$ cat config.mk
export PLATFORM = sky130hd
export DESIGN_NAME = wbuf_top
export DESIGN_NICKNAME = d
export VERILOG_FILES = /design/src/rtl/wbuf_pkg.sv /design/src/rtl/wbuf_entry_match.sv /design/src/rtl/wbuf_store.sv /design/src/rtl/wbuf_tx_tracker.sv /design/src/rtl/wbuf_top.sv
export VERILOG_INCLUDE_DIRS = /design/src /design/src/rtl
export SDC_FILE = /design/constraint.sdc
export NUM_CORES = 1
export LEC_CHECK = 0
export BUFFER_PORTS_ARGS = -buffer_cell sky130_fd_sc_hd__buf_4
export CAP_MARGIN = 40
export CORE_AREA = 2 2 213 373
export DETAILED_ROUTE_END_ITERATION = 8
export DIE_AREA = 0 0 215 375
export GPL_TIMING_DRIVEN = 1
export SLEW_MARGIN = 15
export SYNTH_ARGS = -nofsm -noshare
export SYNTH_HDL_FRONTEND = slang
export SYNTH_SLANG_ARGS = --single-unit
export TNS_END_PERCENT = 5
$ cat constraint.sdc
create_clock -name clk_i -period 5.5 [get_ports clk_i]
set_input_delay 0.55 -clock clk_i [delete_from_list [all_inputs] [get_ports clk_i]]
set_output_delay 0.55 -clock clk_i [all_outputs]
set_load 0.005 [all_outputs]
$ cat src/rtl/wbuf_consts.svh
// sizing constants for the store buffer, included by the package and the testbench
`ifndef WBUF_CONSTS_SVH
`define WBUF_CONSTS_SVH

////////////////////
// buffer geometry
////////////////////

// number of word entries in the buffer
`define WBUF_DEPTH 4

// write transactions that may be outstanding at once
`define WBUF_MAX_TX 2

////////////////////
// datapath widths
////////////////////

`define WBUF_ADDR_W 32
`define WBUF_DATA_W 64
`define WBUF_BE_W 8

// word address, byte offset bits stripped
`define WBUF_WTAG_W (`WBUF_ADDR_W - 3)

`endif

$ cat src/rtl/wbuf_pkg.sv
// shared types of the store buffer, imported by every stage and by the top level
`include "wbuf_consts.svh"

package wbuf_pkg;

  // entry index and transaction id
  typedef logic [$clog2(`WBUF_DEPTH)-1:0]  wbuf_ptr_t;
  typedef logic [$clog2(`WBUF_MAX_TX)-1:0] wbuf_id_t;
  typedef logic [`WBUF_BE_W-1:0]           wbuf_be_t;

  // core write, byte address plus enables
  typedef struct packed {
    logic [`WBUF_ADDR_W-1:0] addr;
    logic [`WBUF_DATA_W-1:0] data;
    wbuf_be_t                be;
  } wbuf_req_t;

  // one buffered word with three status bits per byte
  typedef struct packed {
    wbuf_be_t                valid;
    wbuf_be_t                dirty;
    wbuf_be_t                inflight;
    logic [`WBUF_WTAG_W-1:0] wtag;
    logic [`WBUF_DATA_W-1:0] data;
  } wbuf_entry_t;

  // write transaction towards memory
  typedef struct packed {
    logic [`WBUF_WTAG_W-1:0] wtag;
    logic [`WBUF_DATA_W-1:0] data;
    wbuf_be_t                be;
    wbuf_id_t                id;
  } mem_wr_req_t;

  // bookkeeping for one outstanding id
  typedef struct packed {
    logic      vld;
    wbuf_ptr_t ptr;
    wbuf_be_t  be;
  } tx_slot_t;

  // byte state, encoded as {valid, dirty, inflight}
  typedef enum logic [2:0] {
    BYTE_FREE           = 3'b000,
    BYTE_INFLIGHT       = 3'b101,
    BYTE_DIRTY          = 3'b110,
    BYTE_INFLIGHT_DIRTY = 3'b111
  } wbuf_byte_state_e;

endpackage

$ cat src/rtl/wbuf_entry_match.sv
// decode stage: picks the target entry of a core write and the next entry to send
`timescale 1ns/1ps
`include "wbuf_consts.svh"

module wbuf_entry_match import wbuf_pkg::*; (
  input  wbuf_entry_t [`WBUF_DEPTH-1:0] entries_i,
  input  wbuf_req_t                     core_req_i,
  output wbuf_ptr_t                     wr_ptr_o,
  output logic                          wr_ready_o,
  output logic                          send_valid_o,
  output wbuf_ptr_t                     send_ptr_o,
  output wbuf_be_t                      send_be_o
);

  logic [`WBUF_DEPTH-1:0] hit;
  logic [`WBUF_DEPTH-1:0] free;
  logic [`WBUF_DEPTH-1:0] eligible;
  wbuf_ptr_t              hit_ptr;
  wbuf_ptr_t              free_ptr;

  ////////////////////
  // per entry flags
  ////////////////////

  always_comb begin : p_flags
    for (int k = 0; k < `WBUF_DEPTH; k++) begin
      // word address match against any live entry
      hit[k]      = (|entries_i[k].valid) &&
                    (entries_i[k].wtag == core_req_i.addr[`WBUF_ADDR_W-1:3]);
      free[k]     = ~(|entries_i[k].valid);
      // an entry with bytes in flight waits, so two tx of one word never race
      eligible[k] = (|entries_i[k].dirty) && ~(|entries_i[k].inflight);
    end
  end

  ////////////////////
  // fixed priority picks
  ////////////////////

  // walk downwards so the lowest index wins
  always_comb begin : p_pick
    hit_ptr    = '0;
    free_ptr   = '0;
    send_ptr_o = '0;
    for (int k = `WBUF_DEPTH-1; k >= 0; k--) begin
      if (hit[k]) hit_ptr = wbuf_ptr_t'(k);
      if (free[k]) free_ptr = wbuf_ptr_t'(k);
      if (eligible[k]) send_ptr_o = wbuf_ptr_t'(k);
    end
  end

  // coalesce on a hit, else allocate
  assign wr_ptr_o     = (|hit) ? hit_ptr : free_ptr;
  assign wr_ready_o   = (|hit) | (|free);

  // candidate carries its whole dirty mask
  assign send_valid_o = |eligible;
  assign send_be_o    = entries_i[send_ptr_o].dirty;

endmodule

$ cat src/rtl/wbuf_store.sv
// execute stage: entry registers with per byte state, updated by release, send and write
`timescale 1ns/1ps
`include "wbuf_consts.svh"

module wbuf_store import wbuf_pkg::*; (
  input  logic                          clk_i,
  input  logic                          rst_ni,
  // core write, pointer and ready from decode
  input  logic                          core_req_valid_i,
  input  wbuf_req_t                     core_req_i,
  input  wbuf_ptr_t                     wr_ptr_i,
  input  logic                          wr_ready_i,
  // bytes accepted by memory
  input  logic                          sent_i,
  input  wbuf_ptr_t                     sent_ptr_i,
  input  wbuf_be_t                      sent_be_i,
  // bytes of a returned tx
  input  logic                          release_i,
  input  wbuf_ptr_t                     release_ptr_i,
  input  wbuf_be_t                      release_be_i,
  output wbuf_entry_t [`WBUF_DEPTH-1:0] entries_o,
  output logic                          core_gnt_o,
  output logic                          empty_o
);

  wbuf_entry_t [`WBUF_DEPTH-1:0] entries_d;
  wbuf_entry_t [`WBUF_DEPTH-1:0] entries_q;
  logic                          wr_en;
  logic                          any_valid;

  // grant whenever decode found a hit or a free slot
  assign wr_en      = core_req_valid_i & wr_ready_i;
  assign core_gnt_o = wr_en;
  assign entries_o  = entries_q;

  ////////////////////
  // byte state update
  ////////////////////

  always_comb begin : p_update
    wbuf_byte_state_e st;
    entries_d = entries_q;
    st        = BYTE_FREE;
    for (int k = 0; k < `WBUF_DEPTH; k++) begin
      for (int j = 0; j < `WBUF_BE_W; j++) begin
        st = wbuf_byte_state_e'({entries_q[k].valid[j],
                                 entries_q[k].dirty[j],
                                 entries_q[k].inflight[j]});
        // return of a tx comes first
        if (release_i && (release_ptr_i == wbuf_ptr_t'(k)) && release_be_i[j]) begin
          case (st)
            BYTE_INFLIGHT:       st = BYTE_FREE;
            // rewritten while in flight, goes out again
            BYTE_INFLIGHT_DIRTY: st = BYTE_DIRTY;
            default:             st = st;
          endcase
        end
        // then the bytes memory just took
        if (sent_i && (sent_ptr_i == wbuf_ptr_t'(k)) && sent_be_i[j]) begin
          if (st == BYTE_DIRTY) st = BYTE_INFLIGHT;
        end
        // a new write last, so a byte sent this cycle can turn dirty again
        if (wr_en && (wr_ptr_i == wbuf_ptr_t'(k)) && core_req_i.be[j]) begin
          case (st)
            BYTE_FREE:     st = BYTE_DIRTY;
            BYTE_INFLIGHT: st = BYTE_INFLIGHT_DIRTY;
            default:       st = st;
          endcase
          entries_d[k].data[8*j +: 8] = core_req_i.data[8*j +: 8];
        end
        {entries_d[k].valid[j], entries_d[k].dirty[j], entries_d[k].inflight[j]} = st;
      end
    end
    // tag is rewritten on both a hit and an allocation
    if (wr_en) begin
      entries_d[wr_ptr_i].wtag = core_req_i.addr[`WBUF_ADDR_W-1:3];
    end
  end

  ////////////////////
  // empty flag
  ////////////////////

  always_comb begin : p_empty
    any_valid = 1'b0;
    for (int k = 0; k < `WBUF_DEPTH; k++) begin
      any_valid = any_valid | (|entries_q[k].valid);
    end
  end

  assign empty_o = ~any_valid;

  ////////////////////
  // registers
  ////////////////////

  always_ff @(posedge clk_i or negedge rst_ni) begin : p_regs
    if (!rst_ni) begin
      entries_q <= '0;
    end else begin
      entries_q <= entries_d;
    end
  end

endmodule

$ cat src/rtl/wbuf_tx_tracker.sv
// result stage: id allocation, memory write port and conversion of returns into releases
`timescale 1ns/1ps
`include "wbuf_consts.svh"

module wbuf_tx_tracker import wbuf_pkg::*; (
  input  logic                          clk_i,
  input  logic                          rst_ni,
  input  wbuf_entry_t [`WBUF_DEPTH-1:0] entries_i,
  input  logic                          send_valid_i,
  input  wbuf_ptr_t                     send_ptr_i,
  input  wbuf_be_t                      send_be_i,
  input  logic                          mem_ack_i,
  input  logic                          mem_rtrn_valid_i,
  input  wbuf_id_t                      mem_rtrn_id_i,
  output logic                          mem_req_valid_o,
  output mem_wr_req_t                   mem_req_o,
  output logic                          sent_o,
  output wbuf_ptr_t                     sent_ptr_o,
  output wbuf_be_t                      sent_be_o,
  output logic                          release_o,
  output wbuf_ptr_t                     release_ptr_o,
  output wbuf_be_t                      release_be_o
);

  tx_slot_t [`WBUF_MAX_TX-1:0] slot_d;
  tx_slot_t [`WBUF_MAX_TX-1:0] slot_q;
  logic                        lock_q;
  wbuf_ptr_t                   lock_ptr_q;
  wbuf_id_t                    lock_id_q;
  logic                        free_any;
  wbuf_id_t                    free_id;
  wbuf_ptr_t                   req_ptr;
  wbuf_id_t                    req_id;
  wbuf_be_t                    req_be;
  logic                        accept;

  // lowest free id
  always_comb begin : p_free_id
    free_any = 1'b0;
    free_id  = '0;
    for (int i = `WBUF_MAX_TX-1; i >= 0; i--) begin
      if (!slot_q[i].vld) begin
        free_any = 1'b1;
        free_id  = wbuf_id_t'(i);
      end
    end
  end

  ////////////////////
  // memory request
  ////////////////////

  // a pending request keeps its entry and id until acked
  // the mask is re-read since a locked entry can only gain dirty bytes
  assign req_ptr         = lock_q ? lock_ptr_q : send_ptr_i;
  assign req_id          = lock_q ? lock_id_q : free_id;
  assign req_be          = lock_q ? entries_i[lock_ptr_q].dirty : send_be_i;
  assign mem_req_valid_o = lock_q | (send_valid_i & free_any);
  assign accept          = mem_req_valid_o & mem_ack_i;

  always_comb begin : p_mem_req
    mem_req_o.wtag = entries_i[req_ptr].wtag;
    mem_req_o.data = entries_i[req_ptr].data;
    mem_req_o.be   = req_be;
    mem_req_o.id   = req_id;
  end

  // send event towards the store
  assign sent_o     = accept;
  assign sent_ptr_o = req_ptr;
  assign sent_be_o  = req_be;

  // a return is handled in its own cycle, no queueing
  assign release_o     = mem_rtrn_valid_i;
  assign release_ptr_o = slot_q[mem_rtrn_id_i].ptr;
  assign release_be_o  = slot_q[mem_rtrn_id_i].be;

  ////////////////////
  // slot table
  ////////////////////

  always_comb begin : p_slots
    slot_d = slot_q;
    if (mem_rtrn_valid_i) slot_d[mem_rtrn_id_i].vld = 1'b0;
    // returned id is outstanding, so it never equals the allocated one
    if (accept) slot_d[req_id] = '{vld: 1'b1, ptr: req_ptr, be: req_be};
  end

  always_ff @(posedge clk_i or negedge rst_ni) begin : p_regs
    if (!rst_ni) begin
      slot_q <= '0;
      lock_q <= 1'b0;
    end else begin
      slot_q <= slot_d;
      lock_q <= mem_req_valid_o & ~mem_ack_i;
    end
  end

  always_ff @(posedge clk_i) begin : p_lock
    if (mem_req_valid_o && !lock_q) begin
      lock_ptr_q <= req_ptr;
      lock_id_q  <= req_id;
    end
  end

endmodule

$ cat src/rtl/wbuf_top.sv
// store buffer top level, joins decode, store and tracker to the core and memory ports
`timescale 1ns/1ps
`include "wbuf_consts.svh"

module wbuf_top import wbuf_pkg::*; (
  input  logic        clk_i,
  input  logic        rst_ni,
  // core write port
  input  logic        core_req_valid_i,
  input  wbuf_req_t   core_req_i,
  output logic        core_gnt_o,
  // memory write port and returns
  output logic        mem_req_valid_o,
  output mem_wr_req_t mem_req_o,
  input  logic        mem_ack_i,
  input  logic        mem_rtrn_valid_i,
  input  wbuf_id_t    mem_rtrn_id_i,
  output logic        empty_o
);

  wbuf_entry_t [`WBUF_DEPTH-1:0] entries;
  wbuf_ptr_t                     wr_ptr;
  logic                          wr_ready;
  logic                          send_valid;
  wbuf_ptr_t                     send_ptr;
  wbuf_be_t                      send_be;
  logic                          sent;
  wbuf_ptr_t                     sent_ptr;
  wbuf_be_t                      sent_be;
  logic                          rel_valid;
  wbuf_ptr_t                     rel_ptr;
  wbuf_be_t                      rel_be;

  wbuf_entry_match i_match (
    .entries_i    (entries),
    .core_req_i   (core_req_i),
    .wr_ptr_o     (wr_ptr),
    .wr_ready_o   (wr_ready),
    .send_valid_o (send_valid),
    .send_ptr_o   (send_ptr),
    .send_be_o    (send_be)
  );

  wbuf_store i_store (
    .clk_i            (clk_i),
    .rst_ni           (rst_ni),
    .core_req_valid_i (core_req_valid_i),
    .core_req_i       (core_req_i),
    .wr_ptr_i         (wr_ptr),
    .wr_ready_i       (wr_ready),
    .sent_i           (sent),
    .sent_ptr_i       (sent_ptr),
    .sent_be_i        (sent_be),
    .release_i        (rel_valid),
    .release_ptr_i    (rel_ptr),
    .release_be_i     (rel_be),
    .entries_o        (entries),
    .core_gnt_o       (core_gnt_o),
    .empty_o          (empty_o)
  );

  wbuf_tx_tracker i_tracker (
    .clk_i            (clk_i),
    .rst_ni           (rst_ni),
    .entries_i        (entries),
    .send_valid_i     (send_valid),
    .send_ptr_i       (send_ptr),
    .send_be_i        (send_be),
    .mem_ack_i        (mem_ack_i),
    .mem_rtrn_valid_i (mem_rtrn_valid_i),
    .mem_rtrn_id_i    (mem_rtrn_id_i),
    .mem_req_valid_o  (mem_req_valid_o),
    .mem_req_o        (mem_req_o),
    .sent_o           (sent),
    .sent_ptr_o       (sent_ptr),
    .sent_be_o        (sent_be),
    .release_o        (rel_valid),
    .release_ptr_o    (rel_ptr),
    .release_be_o     (rel_be)
  );

endmodule

==> results.cfg, run 1 <==
[setup_path]
crit_arrival_ns = 4.29
cp_num_buf_inv = 3
cp-end-kind = output pin
crit_type = flip-flop to output pin
critical-path-top-delay-family = simple AND/OR/NAND/NOR gates
cp_slowest_stage_delay_ns = 0.74
worstPathMaxFanout = 38
startpoint_type = flip-flop
critical_path.slowest_cell = nor4_1
required_ns = 4.95
path_cells = nor4_1 > o211ai_1 > o211a_1 > or2_4 > inv_6 > buf_12 > nand2_1 > and3_1 > a31oi_1 > buf_4

[global_route]
grt_usage_pct = 21.5
grt_use_met3_pct = 3.62
busiest_layer = met2
antenna_found_initial = 5
gr-usage-met2_pct = 38.7
grt_max_degree = 138
grt_pass1_vias = 21157
met1_usage_pct = 24.1
gr-total-overflow = 0
grt_pass1_wl_um = 132000

[timing]
drv_slew = 0
holdWs_ns = -0.00604
hold_viol = 13
tns_ns = 0
rsz0062_at_grt = false
slew-limit-headroom_pct = 41.0
timing.final.crit_share_pct = 88.1
finalSetupViolCount = 0
fmax_mhz = 206
skew_ns = 0.0213
period_needed_ns = 4.84
worst_slew_pin_slew_ns = 0.877

[drt]
wl_per_cell_um = 23.3
vias = 20945
viasPerCell = 5.56
drc = 0
drt-total-wl_um = 87800
ant_nets = 0
firstDrtPassIters = 7
drtIter0Drc = 1404

[clock_tree]
hold_buffers = 0
clk_root_buffer_cell = clkbuf_16
htree_levels = 2
cts_sinks = 494
post_cts_buffers = 0
clock_latency_ns = 0.63
numCtsBuffers = 50
postCtsResizedCells = 0
clockBufferDepth = 3
cts_tree = built
clkSlewWorstSetupHoldPaths_ns = 0.07

[die]
initial_utilization_pct = 34.6
design.core.area_um2 = 77900
die_h_um = 375
dieArea_um2 = 80600
dieWidth_um = 215
rows = 136
ios = 215

[power]
peakVddDrop_uv = 221
p_leak_nw = 14.0
power_density_nw_per_um2 = 271
totalPowerFinal_mw = 8.46

[synth]
netlist_instances = 2552
yosysWarnings = 0
ys.flop_type = dfrtp_1
synth-seq-area-share_pct = 45.9
synth_top_area_share_pct = 45.6
syn-cell-area_um2 = 26900
synth.distinct_cells = 83
synthArstFlopShare_pct = 99.4
synthTopCellsByArea = dfrtp_1 46%, mux2_2 13%, nand2_1 6.6%
synth_common_cells = 491 x dfrtp_1, 471 x nand2_1, 311 x mux2_2
yosysTopAreaCell = dfrtp_1
synth_nets = 2662
yosysMostFrequentCell = dfrtp_1
synth_edf_count = 3
syn_avg_cell_area_um2 = 10.6
yosys_register_bits = 494

[finish]
syn_to_final_growth_pct = 15.9
fill_cells = 7766
drive_gt1_share_pct = 29.5
nets = 2801
final_util_pct = 40.1
final_cell_area_um2 = 31200

[outcome]
status = finished with violations
violations = hold timing

[placed_design]
gp_congestion = 0.929
numPortBuffers = 211
dp_hpwl_um = 62400
postPlaceCellArea_um2 = 29500

[worst_hold_path]
hold_class = primary input to async pin

[flow_run]
drv_cap = 0
-- cells in the final DEF (no fill, tap or decap), types with 10 or more instances in the layout --
cell type	netlist	layout
o31ai_1	17	16
a31oi_1	100	100
o21ai_1	12	12
and2_1	18	17
o211ai_1	11	11
o41ai_1	14	14
a32o_1	24	24
nand4_1	23	23
clkbuf_16	0	51
nand3_1	31	31
nor2_1	67	67
dfrtp_1	491	491
xor2_1	120	120
xnor2_1	10	10
inv_1	41	41
nor4_1	68	68
nand2b_1	21	21
and3_1	93	93
o21ai_0	40	40
mux4_2	16	16
nand2_1	471	471
nor2b_1	11	11
buf_4	9	247
mux2_2	311	311
nor3b_1	18	17
nor3_1	21	21
mux2_1	17	17
mux2i_1	17	17
mux2_4	52	52
a21oi_1	70	70
-- report_power, final --
group	total (mW)	internal, mW	switching, mW	leakage [nW]
combinational	0.893	0.316	0.577	6.55
sequential	3.91	3.78	0.129	6.62
clock	3.66	2.07	1.59	0.832
total	8.46	6.16	2.30	14.0
-- kinds of logic (layout without fill, tap and decap cells) --
logic type	count (synthesis)	after routing	synth area share (%)
DFF	494	494	45.9
and+or+nand+nor	919	919	17.1
AOI/OAI and AO/OA	373	373	10.2
buffers and inverters	223	402	4.01
other	0	2	0
muxes	413	413	18.6
xor gates and xnor gates	130	130	4.23
-- worst paths after layout --
| path | startpoint | endpoint | slack, ns | cells past startpoint |
|---|---|---|---|---|
| setup / recovery | i_store.entries_o[444] | mem_req_o[28] | 0.66 | 10 |
| hold / removal | rst_ni | i_store.entries_o[315] | -0.006 | 1 |
| setup reg to reg | i_store.entries_o[444] | i_store.entries_o[223] | 1.51 | 8 |
| hold reg to reg | i_store.entries_o[297] | i_store.entries_o[297] | 0.48 | 1 |
| max in group asynchronous | rst_ni | i_store.entries_o[413] | 4.19 | 2 |
| min in group clk_i | core_req_i[57] | i_store.entries_o[400] | 0.18 | 2 |
-- layer usage --
layer,wire [um],share of wire [%]
met1,33500,38
met3,4120,4.7
met2,45200,51
met5,35,0.040
met4,4930,5.6
-- through the flow --
| stage | setup slack (ns) | instances |
|---|---|---|
| after floorplan | 2.42 | 2552 |
| after global routing | 0.489 | 3768 |
| after CTS | 0.646 | 3764 |
| final | 0.655 | 3768 |
| after detailed placement | 1.31 | 3672 |
| after global placement | 1.34 | 3662 |
-- worst register-to-register path, delay by kind of cell (launching register included) --
family,cells,cell delay (ns)
compound gates,4,1.27
simple gates,3,1.76
flops,1,0.46
buf+inv,1,0.36
-- flip-flops by register name, indices dropped and copies added, names as in the netlist --
register,cells
i_store.entries_o,468
i_tracker.slot_q,22
i_tracker.lock_q,1
i_tracker.lock_id_q,1
i_tracker.lock_ptr_q,2
-- final cells by class --
cell class / count / area [um^2] / share of cell area (%)
sequential: 494 / 12400 / 39.6
clock buffer: 69 / 1430 / 4.59
multi-input combinational: 1835 / 13500 / 43.3
tap: 1035 / 1290 / 4.15
timing repair buffer: 267 / 2170 / 6.94
antenna: 2 / 5.00 / 0.0160
clock inverter: 23 / 279 / 0.893
inverter: 43 / 169 / 0.541
Power figures use the tool's default switching activity.
==> inputs of run 2 (changes only) <==
clock period = 4.9 ns   (was 5.5 ns; I/O delays follow)
==> run 2 against run 1 <==
  * Die area is the same
  * Setup slack lost 0.34 ns
  * Register-to-register slack lost 0.32 ns
  * Cell area grew 0.64%
  * Final cell count grew 0.42%
  * Non-clock buffer count grew 15
  * Highest routed layer unchanged
  * The run now ends clean
  * Routed wire length grew 0.74%
==> results.cfg, run 2 (synthesis gave the netlist of run 1 again) <==
[outcome]
status = completed

[clock_tree]
clkSlewWorstSetupHoldPaths_ns = 0.07
cts_tree = built
clockBufferDepth = 3
cts_sinks = 494
clock_latency_ns = 0.64
postCtsResizedCells = 0
clk_root_buffer_cell = clkbuf_16
htree_levels = 2
numCtsBuffers = 52

[drt]
vias = 20978
wl_per_cell_um = 23.4
drt-total-wl_um = 88500
drtIter0Drc = 1545
firstDrtPassIters = 5
ant_nets = 0
viasPerCell = 5.54
drc = 0

[placed_design]
place_ws_ns = 0.993
gp_congestion = 0.924
dp_hpwl_um = 62700
numPortBuffers = 211

[setup_path]
cp-end-kind = output pin
cp_num_buf_inv = 3
required_ns = 4.41
cp_slowest_stage_delay_ns = 0.78
path_cells = nor4_1 > o211ai_1 > o211a_1 > or2_4 > inv_6 > buf_4 > nand2_1 > and3_1 > a31oi_1 > buf_4
crit_type = flip-flop to output pin
critical-path-top-delay-family = simple AND/OR/NAND/NOR gates
r2r_cells = 10
startpoint_type = flip-flop
crit_top_cell = buf_4
critical_path.slowest_cell = nor4_1
cp.depth = 10
worstPathMaxFanout = 27
crit_arrival_ns = 4.09

[power]
p_leak_nw = 14.1
power_density_nw_per_um2 = 307
totalPowerFinal_mw = 9.65
peakVddDrop_uv = 320

[finish]
final_util_pct = 40.3
layout_commonest_cell = dfrtp_1
fill_cells = 7698
nets = 2818
final_cell_mix = 491 x dfrtp_1, 471 x nand2_1, 311 x mux2_2, 261 x buf_4, 120 x xor2_1
syn_to_final_growth_pct = 16.7
drive_gt1_share_pct = 30.0
largest_reg_flops = 468

[worst_hold_path]
hold_class = primary input to flip-flop
hold_path_depth = 2

[global_route]
grt_pass1_vias = 21165
grt_max_degree = 142
grt_pass1_wl_um = 134000
gr-total-overflow = 0
antenna_found_initial = 4
grt_usage_pct = 21.7

[die]
dieArea_um2 = 80600
rows = 136
die_h_um = 375
ios = 215
design.core.area_um2 = 77900
initial_utilization_pct = 34.6
dieWidth_um = 215

[timing]
skew_ns = 0.0388
worst_slew_pin_slew_ns = 0.882
rsz0062_at_grt = false
timing.final.crit_share_pct = 93.5
slew-limit-headroom_pct = 41.2
worst_slack_ns = 0.317
fmax_mhz = 218
finalSetupViolCount = 0
tns_ns = 0
period_needed_ns = 4.58
hold_viol = 0
drv_slew = 0

[flow_run]
drv_cap = 0
-- run 2: per-stage QoR --
stage	cell area [um^2]	cells	hold WS, ns
6_report	31400	3784	0.107
4_1_cts	31400	3782	0.0642
3_3_place_gp	29500	3676	0.467
3_5_place_dp	29600	3687	0.475
2_1_floorplan	26900	2552	0.194
5_1_grt	31400	3784	0.0897
-- run 2: layer usage --
layer | vias to the layer above | part of all wire, % | GRT usage (%)
met5 | - | 0.051 | 0
met4 | 6 | 6.3 | 12.6
met3 | 226 | 5.2 | 3.71
met2 | 641 | 50 | 37.9
met1 | 10629 | 39 | 24.9
li1 | 9476 | - | -
-- run 2: final timing paths --
| kind | from | to | slack, ns |
|---|---|---|---|
| worst min register to register | i_store.entries_o[291] | i_store.entries_o[291] | 0.48 |
| worst max-delay path | i_store.entries_o[444] | mem_req_o[78] | 0.32 |
| worst max register to register | i_store.entries_o[444] | i_store.entries_o[220] | 1.19 |
| min in group asynchronous | rst_ni | i_store.entries_o[305] | 0.48 |
| worst min-delay path | core_req_i[70] | i_store.entries_o[296] | 0.11 |
| max in group asynchronous | rst_ni | i_store.entries_o[276] | 3.17 |
-- run 2: timing repair --
action                    CTS  global route
setup buffers               0             0
hold endpoints to repair   82             0
hold buffers                1             0
-- run 2: layout make-up --
cell class	count	area [um^2]	share of cell area [%]
Multi-Input combinational cell	1835	13500	43.0
Sequential cell	494	12400	39.4
Tap cell	1035	1290	4.12
Clock buffer	64	1420	4.50
Antenna cell	1	2.50	0.00796
Timing Repair Buffer	282	2290	7.29
Inverter	43	169	0.537
Clock inverter	30	375	1.19
-- run 2: where the power goes --
group	internal, mW	switching (mW)
sequential	4.24	0.145
clock	2.43	1.81
combinational	0.359	0.658
total	7.04	2.61
==> inputs of run 3 (changes only) <==
CORE_AREA = 2 2 211 368   (was 2 2 213 373)
DIE_AREA = 0 0 213 370   (was 0 0 215 375)
GPL_TIMING_DRIVEN = 0   (was 1)
SYNTH_HIERARCHICAL = 1   (was default)
==> run 3 against run 2 <==
  * Critical path depth increased by 2
  * Worst hold slack got worse by 0.029 ns
  * Via count decreased by 3.8%
  * Routed wire length decreased by 2.8%
  * Setup slack got worse by 0.13 ns
  * Global-route usage increased by 0.10 points
==> results.cfg, run 3 <==
[synth]
synth-seq-area-share_pct = 47.0
yosys_register_bits = 494
synth_nets = 2625
yosysWarnings = 6
synth_edf_count = 3
synth.distinct_cells = 80
synth_top_area_share_pct = 46.7
synth_common_cells = 574 x nand2_1, 491 x dfrtp_1, 305 x mux2i_1
synthArstFlopShare_pct = 99.4
netlist_instances = 2515
synthTopCellsByArea = dfrtp_1 47%, mux2i_1 12%, mux2_2 10%
yosysMostFrequentCell = nand2_1
ys.flop_type = dfrtp_1
yosysTopAreaCell = dfrtp_1
syn-cell-area_um2 = 26300
syn_avg_cell_area_um2 = 10.5

[setup_path]
startpoint_type = flip-flop
worstPathMaxFanout = 10
required_ns = 4.41
reg2reg_from = i_store/entries_o[211]
r2r_slack_ns = 0.28
reg2reg_to = i_store/entries_o[222]
crit_arrival_ns = 4.22
cp-end-kind = output pin
r2r_cells = 12
crit_type = flip-flop to output pin

[worst_hold_path]
min_from = mem_ack_i
hold_class = primary input to flip-flop
hold_end = i_tracker/lock_q
hold_path_depth = 2

[power]
power_density_nw_per_um2 = 268
p_leak_nw = 15.2
peakVddDrop_uv = 273

[drt]
ant_nets = 0
vias = 20171
drc = 0
viasPerCell = 5.24
firstDrtPassIters = 7
drt-total-wl_um = 86000
wl_per_cell_um = 22.4
drtIter0Drc = 1434

[die]
initial_utilization_pct = 34.6
die_h_um = 370
dieWidth_um = 213
dieArea_um2 = 78800
ios = 215
rows = 134
design.core.area_um2 = 76000

[global_route]
grt_usage_pct = 21.8
antenna_found_initial = 4
grt_max_degree = 99
gr-total-overflow = 0
grt_pass1_vias = 20652
grt_pass1_wl_um = 128000

[placed_design]
dp_hpwl_um = 62600
gp_congestion = 0.969
place_ws_ns = -0.117
numPortBuffers = 207

[timing]
hold_viol = 0
drv_slew = 0
timing.final.crit_share_pct = 96.2
worst_slack_ns = 0.186
skew_ns = 0.0373
worst_slew_pin_slew_ns = 0.925
finalSetupViolCount = 0
fmax_mhz = 212
tns_ns = 0
period_needed_ns = 4.71
rsz0062_at_grt = false
slew-limit-headroom_pct = 38.1

[finish]
nets = 2899
final_cell_mix = 574 x nand2_1, 491 x dfrtp_1, 304 x mux2i_1, 244 x buf_4, 238 x mux2_2
drive_gt1_share_pct = 24.0
largest_reg_flops = 468
layout_commonest_cell = nand2_1
syn_to_final_growth_pct = 17.8
fill_cells = 7509

[clock_tree]
clockBufferDepth = 3
clock_latency_ns = 0.63
cts_tree = built
clk_root_buffer_cell = clkbuf_16
numCtsBuffers = 49
htree_levels = 2
cts_sinks = 494
clkSlewWorstSetupHoldPaths_ns = 0.07

[flow_run]
drv_cap = 0

[outcome]
status = completed
## run 3: changes by cell type after synthesis, sizes merged, moves of 20 or more
cell and delta:
a31oi -79, a32o -23, and3 -80, buf -21
clkbuf -20, mux2 -129, mux2i +288, nand2 +103
nor2 -32, nor4 -36, xnor2 +22, xor2 -36
## run 3: kinds of logic (layout without fill, tap and decap cells)
group                  count (synthesis)  in the layout  share of synthesized area (%)
AO/OA/AOI/OAI                        252            252                           6.68
XOR/XNOR                             116            116                           3.86
buffers and inverters                197            507                           4.39
flip-flops                           494            494                           47.0
multiplexers                         556            556                           22.3
other                                  0              1                              0
AND/OR/NAND/NOR                      900            900                           15.7
## run 3: how the worst max path moves through the flow
stage,to,from,depth (start not counted)
6_report,mem_req_o[95],i_store/entries_o[211],12
5_1_grt,mem_req_o[95],i_store/entries_o[211],12
4_1_cts,mem_req_o[95],i_store/entries_o[211],11
3_5_place_dp,i_store/entries_o[220],i_store/entries_o[211],16
3_3_place_gp,i_store/entries_o[209],rst_ni,1
2_1_floorplan,i_store/entries_o[457],i_store/entries_o[211],14
## run 3: what timing repair did
action,CTS,global route
hold buffers,1,0
setup endpoints to repair,54,2
hold endpoints to repair,20,0
setup buffers,1,6
resized for setup,2,0
pin swaps,1,1
## run 3: routing by layer
layer | GRT usage, % | part of all wire (%)
met2 | 38.2 | 50
met1 | 24.5 | 38
met5 | 0 | 0.035
met3 | 3.31 | 4.5
met4 | 13.9 | 7.1
## run 3: report_power, final
group          internal [mW]  switching [mW]  leakage, nW
clock                   2.16            1.70        0.779
combinational          0.114           0.238         7.71
sequential              4.09         0.00419         6.75
## run 3: final cells by class
class / instances / area [um^2] / area share [%]
Inverter: 58 / 218 / 0.703
Buffer: 139 / 937 / 3.03
Clock inverter: 22 / 235 / 0.759
Tap cell: 1020 / 1280 / 4.12
Timing Repair Buffer: 223 / 1790 / 5.77
Multi-Input combinational cell: 1824 / 12800 / 41.3
Clock buffer: 65 / 1360 / 4.38
Sequential cell: 494 / 12400 / 40.0
Antenna cell: 1 / 2.50 / 0.00808
## run 3: stage by stage
stage	instances	total power [mW]	util (%)	area, um^2	hold WS (ns)
2_1_floorplan	2515	4.25	-	26300	0.194
3_5_place_dp	3750	4.53	38.6	29300	0.363
3_3_place_gp	3742	4.51	38.4	29100	0.457
5_1_grt	3846	8.61	40.8	31000	0.0635
6_report	3846	8.31	40.8	31000	0.0779
4_1_cts	3839	8.44	40.7	30900	0.0320
## run 3: worst max-delay path, cell delays in order (launching register included)
cell and delay, ns:
dfrtp_1 0.53, or4_1 0.66, a211oi_2 0.36, nor2_4 0.07, nand2b_4 0.08, buf_12 0.14
buf_12 0.15, inv_1 0.08, a21oi_4 0.19, buf_4 0.31, buf_4 0.31, mux2i_2 0.50
buf_4 0.20
